`config.mk`:
```
export PLATFORM = sky130hd
export DESIGN_NAME = branch_predictor
export DESIGN_NICKNAME = d
export VERILOG_FILES = /design/src/hw/bpred_pkg.sv /design/src/hw/branch_predictor.sv /design/src/hw/branch_target_buffer.sv /design/src/hw/gshare_pht.sv /design/src/hw/block_ram_with_reset.sv
export SDC_FILE = /design/constraint.sdc
export NUM_CORES = 2
export LEC_CHECK = 0
export ABC_AREA = 0
export BUFFER_PORTS_ARGS = -buffer_cell sky130_fd_sc_hd__buf_4
export CAP_MARGIN = 40
export CORE_MARGIN = 2
export CORE_UTILIZATION = 45
export CTS_CLUSTER_DIAMETER = 100
export DETAILED_ROUTE_END_ITERATION = 12
export PLACE_DENSITY = 0.59
export SLEW_MARGIN = 20
export SYNTH_ARGS = -nofsm -noshare
export SYNTH_HDL_FRONTEND = slang
export SYNTH_HIERARCHICAL = 1
export SYNTH_MEMORY_MAX_BITS = 65536
export SYNTH_SLANG_ARGS = --single-unit
```
`constraint.sdc`:
```
create_clock -name clk -period 14.3 [get_ports clk]
set_input_delay 4.29 -clock clk [delete_from_list [all_inputs] [get_ports clk]]
set_output_delay 4.29 -clock clk [all_outputs]
set_load 0.05 [all_outputs]
```
`src/hw/bpred_pkg.sv`:
```
/*
 * Branch predictor shared definitions
 * Table geometry, counter and branch kind encodings, port payloads
 */
package bpred_pkg;

    // ==================================================
    // Geometry
    // ==================================================

    // Fetch address width
    localparam int pc_width = 32;

    // PHT of 256 two-bit counters
    localparam int pht_index_width = 8;
    localparam int ghr_width = 8;

    // BTB of 64 entries, tag is PC bits above index and byte offset
    localparam int btb_index_width = 6;
    localparam int btb_tag_width = 24;

    // Internal clear length covers the largest table
    localparam int clear_cycles = 256;
    localparam int clear_count_width = $clog2(clear_cycles);

    // ==================================================
    // Encodings
    // ==================================================

    // Saturating counter, all-zero is what a cleared entry holds
    typedef enum logic [1:0] {
        strong_nt = 2'b00,
        weak_nt   = 2'b01,
        weak_t    = 2'b10,
        strong_t  = 2'b11
    } ctr_e;

    // Branch opcode stored in the BTB
    typedef enum logic {
        br_cond = 1'b0,
        br_jump = 1'b1
    } br_kind_e;

    // ==================================================
    // Payloads
    // ==================================================

    // BTB entry, 58 bits
    typedef struct packed {
        logic                     valid;
        br_kind_e                 kind;
        logic [btb_tag_width-1:0] tag;
        logic [pc_width-1:0]      target;
    } btb_entry_t;

    // Lookup request
    typedef struct packed {
        logic [pc_width-1:0] pc;
    } pred_req_t;

    // Lookup response, index and counter go back with the later update
    typedef struct packed {
        logic [pc_width-1:0]        pc;
        logic                       taken;
        logic [pc_width-1:0]        target;
        logic                       btb_hit;
        logic [pht_index_width-1:0] pht_index;
        ctr_e                       ctr;
    } pred_resp_t;

    // Resolved branch from execute
    typedef struct packed {
        logic [pc_width-1:0]        pc;
        br_kind_e                   kind;
        logic                       taken;
        logic [pc_width-1:0]        target;
        logic [pht_index_width-1:0] pht_index;
        ctr_e                       ctr;
    } upd_req_t;

endpackage
```
`src/hw/branch_predictor.sv`:
```
/*
 * Front-end branch predictor top
 * Clear sequencing, update-over-lookup arbitration, response forming
 */
`timescale 1ns/1ps

module branch_predictor (
    input  logic                  clk,
    input  logic                  rst,
    input  logic                  req_valid,
    input  bpred_pkg::pred_req_t  req,
    output logic                  req_ready,
    output logic                  resp_valid,
    output bpred_pkg::pred_resp_t resp,
    input  logic                  resp_ready,
    input  logic                  upd_valid,
    input  bpred_pkg::upd_req_t   upd,
    output logic                  upd_ready
);

    import bpred_pkg::*;

    // ==================================================
    // Clear sequence
    // ==================================================

    // Stretches a short rst over every table entry
    logic                         clear_busy;
    logic [clear_count_width-1:0] clear_count;
    logic                         table_clear;

    always_ff @(posedge clk) begin
        if (rst) begin
            clear_busy <= 1'b1;
            clear_count <= '0;
        end else if (clear_busy) begin
            clear_count <= clear_count + 1'b1;
            if (clear_count == clear_count_width'(clear_cycles - 1)) begin
                clear_busy <= 1'b0;
            end
        end
    end

    // RAMs clear during rst and the stretch after it
    assign table_clear = rst || clear_busy;

    // ==================================================
    // Arbitration
    // ==================================================

    logic stall;
    logic req_fire;
    logic upd_fire;

    // Response held by the consumer
    assign stall = resp_valid && !resp_ready;

    // Update wins the shared RAM ports
    assign upd_ready = !clear_busy && !stall;
    assign req_ready = !clear_busy && !stall && !upd_valid;

    assign req_fire = req_valid && req_ready;
    assign upd_fire = upd_valid && upd_ready;

    // ==================================================
    // Response tracking
    // ==================================================

    logic [pc_width-1:0] pc_q;

    always_ff @(posedge clk) begin
        if (rst) begin
            resp_valid <= 1'b0;
        end else begin
            resp_valid <= req_fire || stall;
        end
    end

    always_ff @(posedge clk) begin
        if (req_fire) begin
            pc_q <= req.pc;
        end
    end

    // ==================================================
    // Tables
    // ==================================================

    ctr_e                       pht_ctr;
    logic [pht_index_width-1:0] pht_index;
    logic                       btb_hit;
    br_kind_e                   btb_kind;
    logic [pc_width-1:0]        btb_target;

    gshare_pht u_pht (
        .clk         (clk),
        .rst         (rst),
        .clear       (table_clear),
        .lookup_valid(req_fire),
        .lookup_pc   (req.pc),
        .write_valid (upd_fire),
        .write       (upd),
        .ctr         (pht_ctr),
        .index       (pht_index)
    );

    branch_target_buffer u_btb (
        .clk         (clk),
        .clear       (table_clear),
        .lookup_valid(req_fire),
        .lookup_pc   (req.pc),
        .write_valid (upd_fire),
        .write       (upd),
        .hit         (btb_hit),
        .kind        (btb_kind),
        .target      (btb_target)
    );

    // ==================================================
    // Prediction
    // ==================================================

    // Needs a BTB hit, then a jump or a taken-leaning counter
    logic taken;
    assign taken = btb_hit && ((btb_kind == br_jump) || (pht_ctr >= weak_t));

    always_comb begin
        resp.pc = pc_q;
        resp.taken = taken;
        resp.target = taken ? btb_target : pc_q + pc_width'(4);
        resp.btb_hit = btb_hit;
        resp.pht_index = pht_index;
        resp.ctr = pht_ctr;
    end

    // No response can come out of a table that is still clearing
    assert property (@(posedge clk) disable iff (rst) table_clear |=> !resp_valid);

    // Tables re-read held indices, so a stalled response is steady
    assert property (@(posedge clk) disable iff (table_clear) stall |=> $stable(resp));

endmodule

```
`src/hw/branch_target_buffer.sv`:
```
/*
 * Branch target buffer
 * Tagged table of branch kind and target, direct mapped on PC bits 7:2
 */
`timescale 1ns/1ps

module branch_target_buffer (
    input  logic                           clk,
    input  logic                           clear,
    input  logic                           lookup_valid,
    input  logic [bpred_pkg::pc_width-1:0] lookup_pc,
    input  logic                           write_valid,
    input  bpred_pkg::upd_req_t            write,
    output logic                           hit,
    output bpred_pkg::br_kind_e            kind,
    output logic [bpred_pkg::pc_width-1:0] target
);

    import bpred_pkg::*;

    // ==================================================
    // Address split
    // ==================================================

    // Index sits just above the byte offset
    logic [btb_index_width-1:0] lookup_index;
    logic [btb_tag_width-1:0]   lookup_tag;
    logic [btb_index_width-1:0] write_index;
    logic [btb_tag_width-1:0]   write_tag;

    assign lookup_index = lookup_pc[btb_index_width+1:2];
    assign lookup_tag = lookup_pc[pc_width-1:btb_index_width+2];
    assign write_index = write.pc[btb_index_width+1:2];
    assign write_tag = write.pc[pc_width-1:btb_index_width+2];

    // ==================================================
    // Lookup registers
    // ==================================================

    // Held while idle so a stalled response keeps its data
    logic [btb_index_width-1:0] index_q;
    logic [btb_tag_width-1:0]   tag_q;

    always_ff @(posedge clk) begin
        if (clear) begin
            index_q <= '0;
            tag_q <= '0;
        end else if (lookup_valid) begin
            index_q <= lookup_index;
            tag_q <= lookup_tag;
        end
    end

    // RAM address for this cycle
    logic [btb_index_width-1:0] ram_index;

    always_comb begin
        if (lookup_valid) begin
            ram_index = lookup_index;
        end else if (write_valid) begin
            ram_index = write_index;
        end else begin
            ram_index = index_q;
        end
    end

    // ==================================================
    // Entry write
    // ==================================================

    // Only taken branches allocate
    logic       ram_write;
    btb_entry_t new_entry;

    assign ram_write = write_valid && write.taken;

    always_comb begin
        new_entry.valid = 1'b1;
        new_entry.kind = write.kind;
        new_entry.tag = write_tag;
        new_entry.target = write.target;
    end

    // ==================================================
    // Storage and hit
    // ==================================================

    btb_entry_t rd_entry;

    block_ram_with_reset #(
        .data_width ($bits(btb_entry_t)),
        .index_width(btb_index_width)
    ) u_ram (
        .clk         (clk),
        .rst         (clear),
        .index       (ram_index),
        .write_value (new_entry),
        .write_enable(ram_write),
        .read_value  (rd_entry)
    );

    // Valid entry with matching tag
    assign hit = rd_entry.valid && (rd_entry.tag == tag_q);
    assign kind = rd_entry.kind;
    assign target = rd_entry.target;

endmodule

```
`src/hw/gshare_pht.sv`:
```
/*
 * Gshare pattern history table
 * Global history XOR PC word bits selects a two-bit counter
 */
`timescale 1ns/1ps

module gshare_pht (
    input  logic                                     clk,
    input  logic                                     rst,
    input  logic                                     clear,
    input  logic                                     lookup_valid,
    input  logic [bpred_pkg::pc_width-1:0]           lookup_pc,
    input  logic                                     write_valid,
    input  bpred_pkg::upd_req_t                      write,
    output bpred_pkg::ctr_e                          ctr,
    output logic [bpred_pkg::pht_index_width-1:0]    index
);

    import bpred_pkg::*;

    // ==================================================
    // Global history
    // ==================================================

    logic [ghr_width-1:0] ghr;

    // Only resolved conditional branches shift in
    logic ghr_shift;
    assign ghr_shift = write_valid && (write.kind == br_cond);

    always_ff @(posedge clk) begin
        if (rst) begin
            ghr <= '0;
        end else if (ghr_shift) begin
            ghr <= {ghr[ghr_width-2:0], write.taken};
        end
    end

    // ==================================================
    // Index selection
    // ==================================================

    // Hash of word address bits and history
    logic [pht_index_width-1:0] lookup_index;
    assign lookup_index = lookup_pc[pht_index_width+1:2] ^ ghr;

    // Last lookup index, re-read while idle
    logic [pht_index_width-1:0] index_q;

    always_ff @(posedge clk) begin
        if (clear) begin
            index_q <= '0;
        end else if (lookup_valid) begin
            index_q <= lookup_index;
        end
    end

    // RAM address for this cycle
    logic [pht_index_width-1:0] ram_index;

    always_comb begin
        if (lookup_valid) begin
            ram_index = lookup_index;
        end else if (write_valid) begin
            // Update carries the index used at prediction time
            ram_index = write.pht_index;
        end else begin
            ram_index = index_q;
        end
    end

    // ==================================================
    // Counter update
    // ==================================================

    // Carried counter moved one step toward the outcome
    ctr_e ctr_next;

    always_comb begin
        case (write.ctr)
            strong_nt: ctr_next = write.taken ? weak_nt : strong_nt;
            weak_nt:   ctr_next = write.taken ? weak_t : strong_nt;
            weak_t:    ctr_next = write.taken ? strong_t : weak_nt;
            default:   ctr_next = write.taken ? strong_t : weak_t;
        endcase
    end

    // Jumps leave the counter alone
    logic ram_write;
    assign ram_write = write_valid && (write.kind == br_cond);

    // ==================================================
    // Counter storage
    // ==================================================

    logic [1:0] ram_read;

    block_ram_with_reset #(
        .data_width (2),
        .index_width(pht_index_width)
    ) u_ram (
        .clk         (clk),
        .rst         (clear),
        .index       (ram_index),
        .write_value (ctr_next),
        .write_enable(ram_write),
        .read_value  (ram_read)
    );

    assign ctr = ctr_e'(ram_read);
    assign index = index_q;

    // Top arbitration keeps the single port to one user per cycle
    assert property (@(posedge clk) disable iff (rst)
        !(lookup_valid && write_valid));

endmodule

```
`src/hw/block_ram_with_reset.sv`:
```
/*
 * Single-port RAM, one-cycle read, one write per cycle
 * Holding rst walks a zero write over every entry
 */
`timescale 1ns/1ps

module block_ram_with_reset #(
    parameter int data_width = 2,
    parameter int index_width = 8
) (
    input  logic                   clk,
    input  logic                   rst,
    input  logic [index_width-1:0] index,
    input  logic [data_width-1:0]  write_value,
    input  logic                   write_enable,
    output logic [data_width-1:0]  read_value
);

    // Storage
    logic [data_width-1:0] body [1 << index_width];

    // Clear walk state
    logic                   rst_q;
    logic [index_width-1:0] clear_index;

    // Muxed write port
    logic                   wr_enable;
    logic [index_width-1:0] wr_index;
    logic [data_width-1:0]  wr_value;

    always_comb begin
        if (rst) begin
            wr_enable = 1'b1;
            wr_value = '0;
            // First cycle of a clear starts at entry zero
            if (rst_q) begin
                wr_index = clear_index;
            end else begin
                wr_index = '0;
            end
        end else begin
            wr_enable = write_enable;
            wr_value = write_value;
            wr_index = index;
        end
    end

    always_ff @(posedge clk) begin
        rst_q <= rst;
        if (rst) begin
            clear_index <= wr_index + 1'b1;
        end

        // Read every cycle, old data on a same-index write
        read_value <= body[index];
        if (wr_enable) begin
            body[wr_index] <= wr_value;
        end
    end

    // Index must be known whenever the port is in normal use
    assert property (@(posedge clk) !rst |-> !$isunknown(index));

endmodule

```
Yosys cells after proc, flatten, opt, wreduce, memory -nomap -nowiden
Memories as Yosys holds them, arrays and structs flattened. A register that Yosys moved wholly into a read port is not among the register bits.
Cells that the tools add are included.
{"block": "word_totals", "ff_bits": 103, "ram_bits": 4224, "input_bits": 113, "output_inout_bits": 79, "word_cells": 65, "memories": 2}
{"memory": "u_btb.u_ram.body", "depth": 64, "word_bits": 58, "read_ports": 1, "rd_clocked_by_memory_dff": 1, "wr": 1, "line_no": "block_ram_with_reset.sv:20", "source": "logic [data_width-1:0] body [1 << index_width];"}
{"memory": "u_pht.u_ram.body", "depth": 256, "word_bits": 2, "read_ports": 1, "rd_clocked_by_memory_dff": 1, "wr": 1, "line_no": "block_ram_with_reset.sv:20"}
{"block": "op_classes", "addsub": 4, "magnitude_cmp": 1, "eq_ne": 4, "n_mux": 24, "n_bitwise": 2, "n_reduce_logical": 17}
{"op": "$mux 58", "count": 1}
{"op": "$add 32x3->32 const B", "count": 1}
{"op": "$mux 32", "count": 1}
{"op": "$mux 8", "count": 4}
{"op": "$eq 24x24->1", "count": 1}
{"op": "$mux 6", "count": 4}
{"op": "$add 8x1->8 const B", "count": 2}
{"op": "$mux 1", "count": 10}
{"op": "$logic_and 1x1->1", "count": 9}
{"op": "$eq 8x8->1 const B", "count": 1}
{"op": "$xor 8x8->8", "count": 1}
{"op": "$add 6x1->6 const B", "count": 1}
{"op": "$mux 2", "count": 3}
{"op": "$pmux 2 s3", "count": 1}
{"op": "$logic_not 1->1", "count": 4}
{"op": "$logic_or 1x1->1", "count": 3}
{"op": "$eq 2x1->1 const B", "count": 1}
{"op": "$eq 2x2->1 const B", "count": 1}
{"op": "$ge 2x2->1 const B", "count": 1}
{"op": "$logic_not 2->1", "count": 1}
{"op": "$not 1->1", "count": 1}

Depth between registers and ports, before layout
{"block": "logic_depth", "depth_word": 9, "ltp_mapped": 18, "ltp_nobuf": 13}

Modules after synthesis
The synthesis kept the hierarchy.
{"mod": "block_ram_with_reset at u_btb.u_ram", "n_inst": 1, "cells_each": 6245, "area_each_um2": 142634.3, "seq_area_each_um2": 112828.2}
{"mod": "block_ram_with_reset at u_pht.u_ram", "n_inst": 1, "cells_each": 1191, "area_each_um2": 21554.4, "seq_area_each_um2": 15675.0}
{"mod": "branch_predictor", "n_inst": 1, "cells_each": 262, "area_each_um2": 2409.8, "seq_area_each_um2": 1161.1}
{"mod": "branch_target_buffer", "n_inst": 1, "cells_each": 152, "area_each_um2": 1428.9, "seq_area_each_um2": 600.6}
{"mod": "gshare_pht", "n_inst": 1, "cells_each": 100, "area_each_um2": 807.0, "seq_area_each_um2": 320.3}

Worst setup path after synthesis
No wires, ideal clock.
{"block": "synth_path", "path_type": "input-to-reg", "startpoint": "input resp_ready", "endpoint": "memory u_btb/u_ram/body[25][0] (netlist bit) (enable)", "setup_ns": 0.557, "t_arrival_ns": 12.503, "t_required_ns": 13.743, "slack_ns": 1.240, "path_stages": 15, "path_buffers": 7, "cell_sequence": "nor2b_1 nor3_1 and2_1 clkbuf_1 buf_2 nand2_1 o21ai_0 buf_4 buf_6 buf_4 buf_4 nor2b_1 a31oi_1 buf_4 nor3b_1"}
{"block": "synth_between", "word_cells_on_any_way": 14, "classes_between": "6 x mux; 8 x reduce/logical"}
{"element": "start, declared", "line_no": "branch_predictor.sv:15", "source": "input logic resp_ready,"}
{"element": "$logic_not 1->1", "line_no": "branch_predictor.sv:56", "source": "assign stall = resp_valid && !resp_ready;"}
{"element": "$logic_and 1x1->1", "line_no": "branch_predictor.sv:56"}
{"element": "$logic_not 1->1", "line_no": "branch_predictor.sv:60", "source": "assign req_ready = !clear_busy && !stall && !upd_valid;"}
{"element": "$logic_and 1x1->1 (2 in series)", "line_no": "branch_predictor.sv:60"}
{"element": "named net req_ready", "line_no": "branch_predictor.sv:12", "source": "output logic req_ready,"}
{"element": "$logic_and 1x1->1", "line_no": "branch_predictor.sv:62", "source": "assign req_fire = req_valid && req_ready;"}
{"element": "named net req_fire", "line_no": "branch_predictor.sv:52", "source": "logic req_fire;"}
{"element": "$mux 6", "line_no": "branch_target_buffer.sv:58", "source": "if (lookup_valid) begin"}
{"element": "named net u_btb.ram_index[0]", "line_no": "branch_target_buffer.sv:55", "source": "logic [btb_index_width-1:0] ram_index;"}
{"element": "$mux 6", "line_no": "block_ram_with_reset.sv:32", "source": "if (rst) begin"}
{"element": "end, declared", "line_no": "block_ram_with_reset.sv:20"}
The timed path passes the listed nets, and every way through them passes these cells.

Worst setup path in the final report
{"block": "layout_path", "startpoint": "input resp_ready", "endpoint": "output req_ready"}
{"block": "layout_between", "elab_chain_cells": 5}
{"element": "$logic_not 1->1", "line_no": "branch_predictor.sv:56"}
{"element": "$logic_and 1x1->1", "line_no": "branch_predictor.sv:56"}
{"element": "$logic_not 1->1", "line_no": "branch_predictor.sv:60"}
{"element": "$logic_and 1x1->1 (2 in series)", "line_no": "branch_predictor.sv:60"}
{"element": "end, declared", "line_no": "branch_predictor.sv:12"}
Every way passes these cells.

==> results <==
- The routed layout has just under 90000 vias.
- The analysis attributes to cell leakage a power of 63.1 nW.
- The number of endpoints with negative hold slack in the final report was 0.
- The synthesis-to-finish area growth is 15.2%.
- The post-route worst hold slack is 0.474 ns.
- The cell occurring most often along the worst timing path is sky130_fd_sc_hd__buf_4.
- Among all stages on the critical path, the largest delay is contributed by sky130_fd_sc_hd__nor2b_2.
- about 190 I/O pins were placed.
- The highest signal layer in the routed design is met5.
- For this run, the slowest stage of the critical path takes between 0.4 and 0.5 ns.
- The floorplan step defined a die boundary enclosing 0.380 mm².
- Hold repair after CTS inserted 0 buffers.
- TritonCTS created ~450 clock buffers.
- The floorplan core area is around 0.37 mm².
- Data on the critical path is required at its endpoint by around 10 ns.
- Counting along the longest clock path gives a buffer depth of 4.
- The number of input and output port buffers inserted is 189.
- After synthesis, the share of flip-flops with an asynchronous set or reset is 0%.
- The routability-driven placement congestion ratio is approximately 0.82.
- A synthesized cell averages 21.2 µm².
- Of all nets on the critical path, the largest fanout is 3.
- The most critical setup path has its startpoint at resp_ready.
- At the later pin of the worst-skew pair, clock insertion delay measures ~1.1 ns.
- In the final routing, the length of wire on met1 measures about 190000 µm.
- The number of antenna violations at the first check in global routing is 20.
- Post-CTS timing repair inserted 0 buffers for setup.
- The worst min-delay path class is reg2reg.
- The synthesized netlist contains 70 unique library cells.
- The power density over the cells is ~140 mW/mm².
- The final total power is 27.6 mW.
- After routing, the total negative slack on setup checks comes to 0 ns.
- The worst setup path is launched from an input pin.
- TritonCTS built the clock tree.
- The critical path capture point is req_ready.
- At the end of the flow, the number of nets in the layout was between 8000 and 9000.
- The flip-flop and latch count after synthesis is roughly 4400.
- After global routing the overflow that remains totals 0.
- The sort of element at the end of the critical path is an output port.
- The tree is rooted in a sky130_fd_sc_hd__clkbuf_16.
- Data arrives at the worst endpoint at about 5.3 ns.
- The flow ran to the end, and the final reports show no timing, DRC or antenna violations.
- The shortest period the worst path allows is ~9.6 ns.
- Synthesis handed over a netlist of slightly below 8000 instances.
- For flop-to-flop paths, the worst setup slack is ~7.4 ns.
- The number of enable flip-flop cells after synthesis is roughly 4300.
- The library cell used most frequently in the layout, excluding fill and tap cells, is sky130_fd_sc_hd__edfxtp_1.
- The via count of the first global-routing pass is 86500.
- The detailed-routed wire length on met2 is approximately 240000 µm.
- The path depth of the worst reg2reg path is 15.
- The clock sink count is 4388.
- The met3 layer wire length in the routed design is 40100 µm.
- Measured along the x axis, the die boundary spans between 600 and 700 µm.
- The detailed-route vias per instance is approximately 6.2.
- Yosys printed 6 warnings.
- The DRC violations left is 0.
- The initial core utilization is 45.3%.
- In the layout the commonest cells are sky130_fd_sc_hd__edfxtp_1, sky130_fd_sc_hd__mux4_2, sky130_fd_sc_hd__clkbuf_16.
- By startpoint and endpoint, the worst setup path is classified as in2out.
- The synthesized net count is between 8000 and 9000.
- Global routing consumed, over all layers together, approximately a quarter of the routing resources.
- In the finished design, the share of the clock period the worst path needs comes to around 67%.
- For this run, the leading register cell type out of synthesis is sky130_fd_sc_hd__edfxtp_1.
- The first global-routing pass estimated between 600000 and 700000 µm of wire.
- After filler insertion, the fill cell instance count of the layout stands at between 20000 and 30000.
- The actual transition at the worst max-transition pin is ~1 ns.
- Traced cell by cell, the critical path runs through buf_4, nor2b_2, nor3_1, buf_4.
- The synthesized netlist occupies a cell area of 0.169 mm².
- The first TritonRoute pass finished after 5 iterations.
- The source of the worst register-to-register timing path is resp_valid.
- In this run the critical register-to-register path is captured at u_btb/u_ram/read_value[44].
- The fraction of layout cells with a size suffix above 1 is 27.5%.
- The maximum vdd drop is ~0.00013 V.
- In this run the remaining antenna-violating nets after routing total 0.
- The total of endpoints with negative setup slack in the final report is 0.
- For this run, the top clock speed supported by timing is around 100 MHz.
- The routed wire length is between 400000 and 500000 µm.
- Summed over all nets, the half-perimeter wirelength after detailed placement is approximately 290000 µm.
- The post-cts repair resize count is 0.
- The number of DRC markers after the initial detailed-route iteration is approximately 11000.
- Setup repair after global routing left no endpoint under its margin.
- The share of the Yosys chip area taken by registers is 77.3%.
- Entering global routing, the biggest net connects between 100 and 150 pins.
- The number of cell rows is 224.
- In this run the vertical extent of the chip is 617 µm.
- Headroom to the max-slew limit came out at roughly a third.
- The final number of max-transition violations came to 0.
- Clock-pin slew was measured on the worst setup and hold paths at around 0.060 ns.
- The clock tree synthesis step divided the H-tree into 5 levels.
- The average wire length per cell after detail routing is about 36 µm.
- The largest clock skew in the final design is around 0.16 ns.
- Across the run, the number of max-cap violations was 0.
worst max-delay path, delay by kind of cell:
family	cells	cell delay (ns)
simple gates	2	0.67
buf+inv	2	0.35
area by class of cell:
| class | instances | area [µm²] | share of cell area, % |
|---|---|---|---|
| antenna | 32 | 80.1 | 0.0412 |
| inverter | 12 | 50.0 | 0.0257 |
| multi-input combinational | 3085 | 37100 | 19.1 |
| clock buffer | 575 | 11800 | 6.08 |
| clock inverter | 251 | 2630 | 1.35 |
| timing repair buffer | 556 | 5970 | 3.07 |
| tap | 4972 | 6220 | 3.20 |
| sequential | 4388 | 131000 | 67.2 |
stage by stage:
stage               setup WS, ns  area [µm²]  utilization [%]  instances
floorplan                   1.24      169000                -       7950
global placement            3.32      178000             47.7      12900
detailed placement          3.66      180000             48.2      13000
CTS                         4.60      194000             52.1      13800
global route                4.23      194000             52.2      13900
finish                      4.68      194000             52.2      13900
cells in the mapped netlist (all sizes together), types with 12 or more instances:
library cell | number | share of area (%)
a221oi | 52 | 0.27
a211oi | 58 | 0.26
clkbuf | 212 | 0.47
xor2 | 28 | 0.15
dfxtp | 118 | 1.4
nor2 | 400 | 0.89
mux2i | 197 | 1.2
xnor2 | 32 | 0.17
mux2 | 106 | 0.71
nor2b | 102 | 0.38
nor3 | 18 | 0.053
o22ai | 54 | 0.20
nand2b | 20 | 0.074
o21ai | 55 | 0.16
nand2 | 219 | 0.49
or3 | 12 | 0.044
and4 | 12 | 0.063
mux4 | 986 | 13
and3 | 48 | 0.18
o31ai | 16 | 0.071
edfxtp | 4270 | 76
a22oi | 290 | 1.3
nand4 | 22 | 0.082
o221ai | 24 | 0.12
a21oi | 93 | 0.28
o211ai | 24 | 0.11
a31oi | 25 | 0.093
a22o | 19 | 0.099
buf | 253 | 0.90
nand3 | 81 | 0.24
registers in the layout (all words and copies together) (netlist names):
name / cells
u_btb/u_ram/read_value: 58
u_pht/u_ram/clear_index: 8
pc_q: 32
u_pht/u_ram/rst_q: 1
resp_valid: 1
u_pht/u_ram/body: 512
u_pht/index: 8
u_btb/index_q: 6
u_btb/tag_q: 24
u_btb/u_ram/rst_q: 1
u_pht/u_ram/read_value: 2
u_pht/ghr: 8
u_btb/u_ram/body: 3712
clear_busy: 1
u_btb/u_ram/clear_index: 6
clear_count: 8
cell families (layout without fill, tap and decap cells):
| family | Yosys count | in the layout | synth area share [%] |
|---|---|---|---|
| xor gates and xnor gates | 60 | 60 | 0.311 |
| DFF | 4388 | 4388 | 77.3 |
| muxes | 1289 | 1289 | 15.0 |
| other | 1 | 33 | 0.00222 |
| buffers and inverters | 477 | 1394 | 1.40 |
| adders and majority gates | 8 | 8 | 0.0563 |
| AOI/OAI and AO/OA | 742 | 742 | 3.13 |
| and+or+nand+nor | 985 | 985 | 2.71 |
routing by layer:
layer  track usage, %  vias up
met1             34.0    47100
met2             41.7     4158
li1                 -    34400
met3             3.86      847
met5                0        -
met4             12.8        4
where the power goes:
part | switching (mW) | internal [mW]
Combinational | 1.20 | 0.329
Clock | 4.93 | 6.60
Sequential | 0.0903 | 14.5
Total | 6.21 | 21.4
how the worst min path moves through the flow:
| stage | startpoint | to | slack [ns] | cells past startpoint |
|---|---|---|---|---|
| finish | u_pht/ghr[7] | u_pht/ghr[7] | 0.47 | 2 |
| global route | u_btb/index_q[2] | u_btb/index_q[2] | 0.50 | 2 |
| CTS | u_btb/index_q[0] | u_btb/index_q[0] | 0.47 | 2 |
| detailed placement | u_btb/index_q[0] | u_btb/index_q[0] | 0.46 | 2 |
| global placement | u_btb/index_q[5] | u_btb/index_q[5] | 0.46 | 2 |
| floorplan | u_pht/ghr[7] | u_pht/ghr[7] | 0.45 | 2 |
Note: power is estimated with default switching activity, not from simulation.
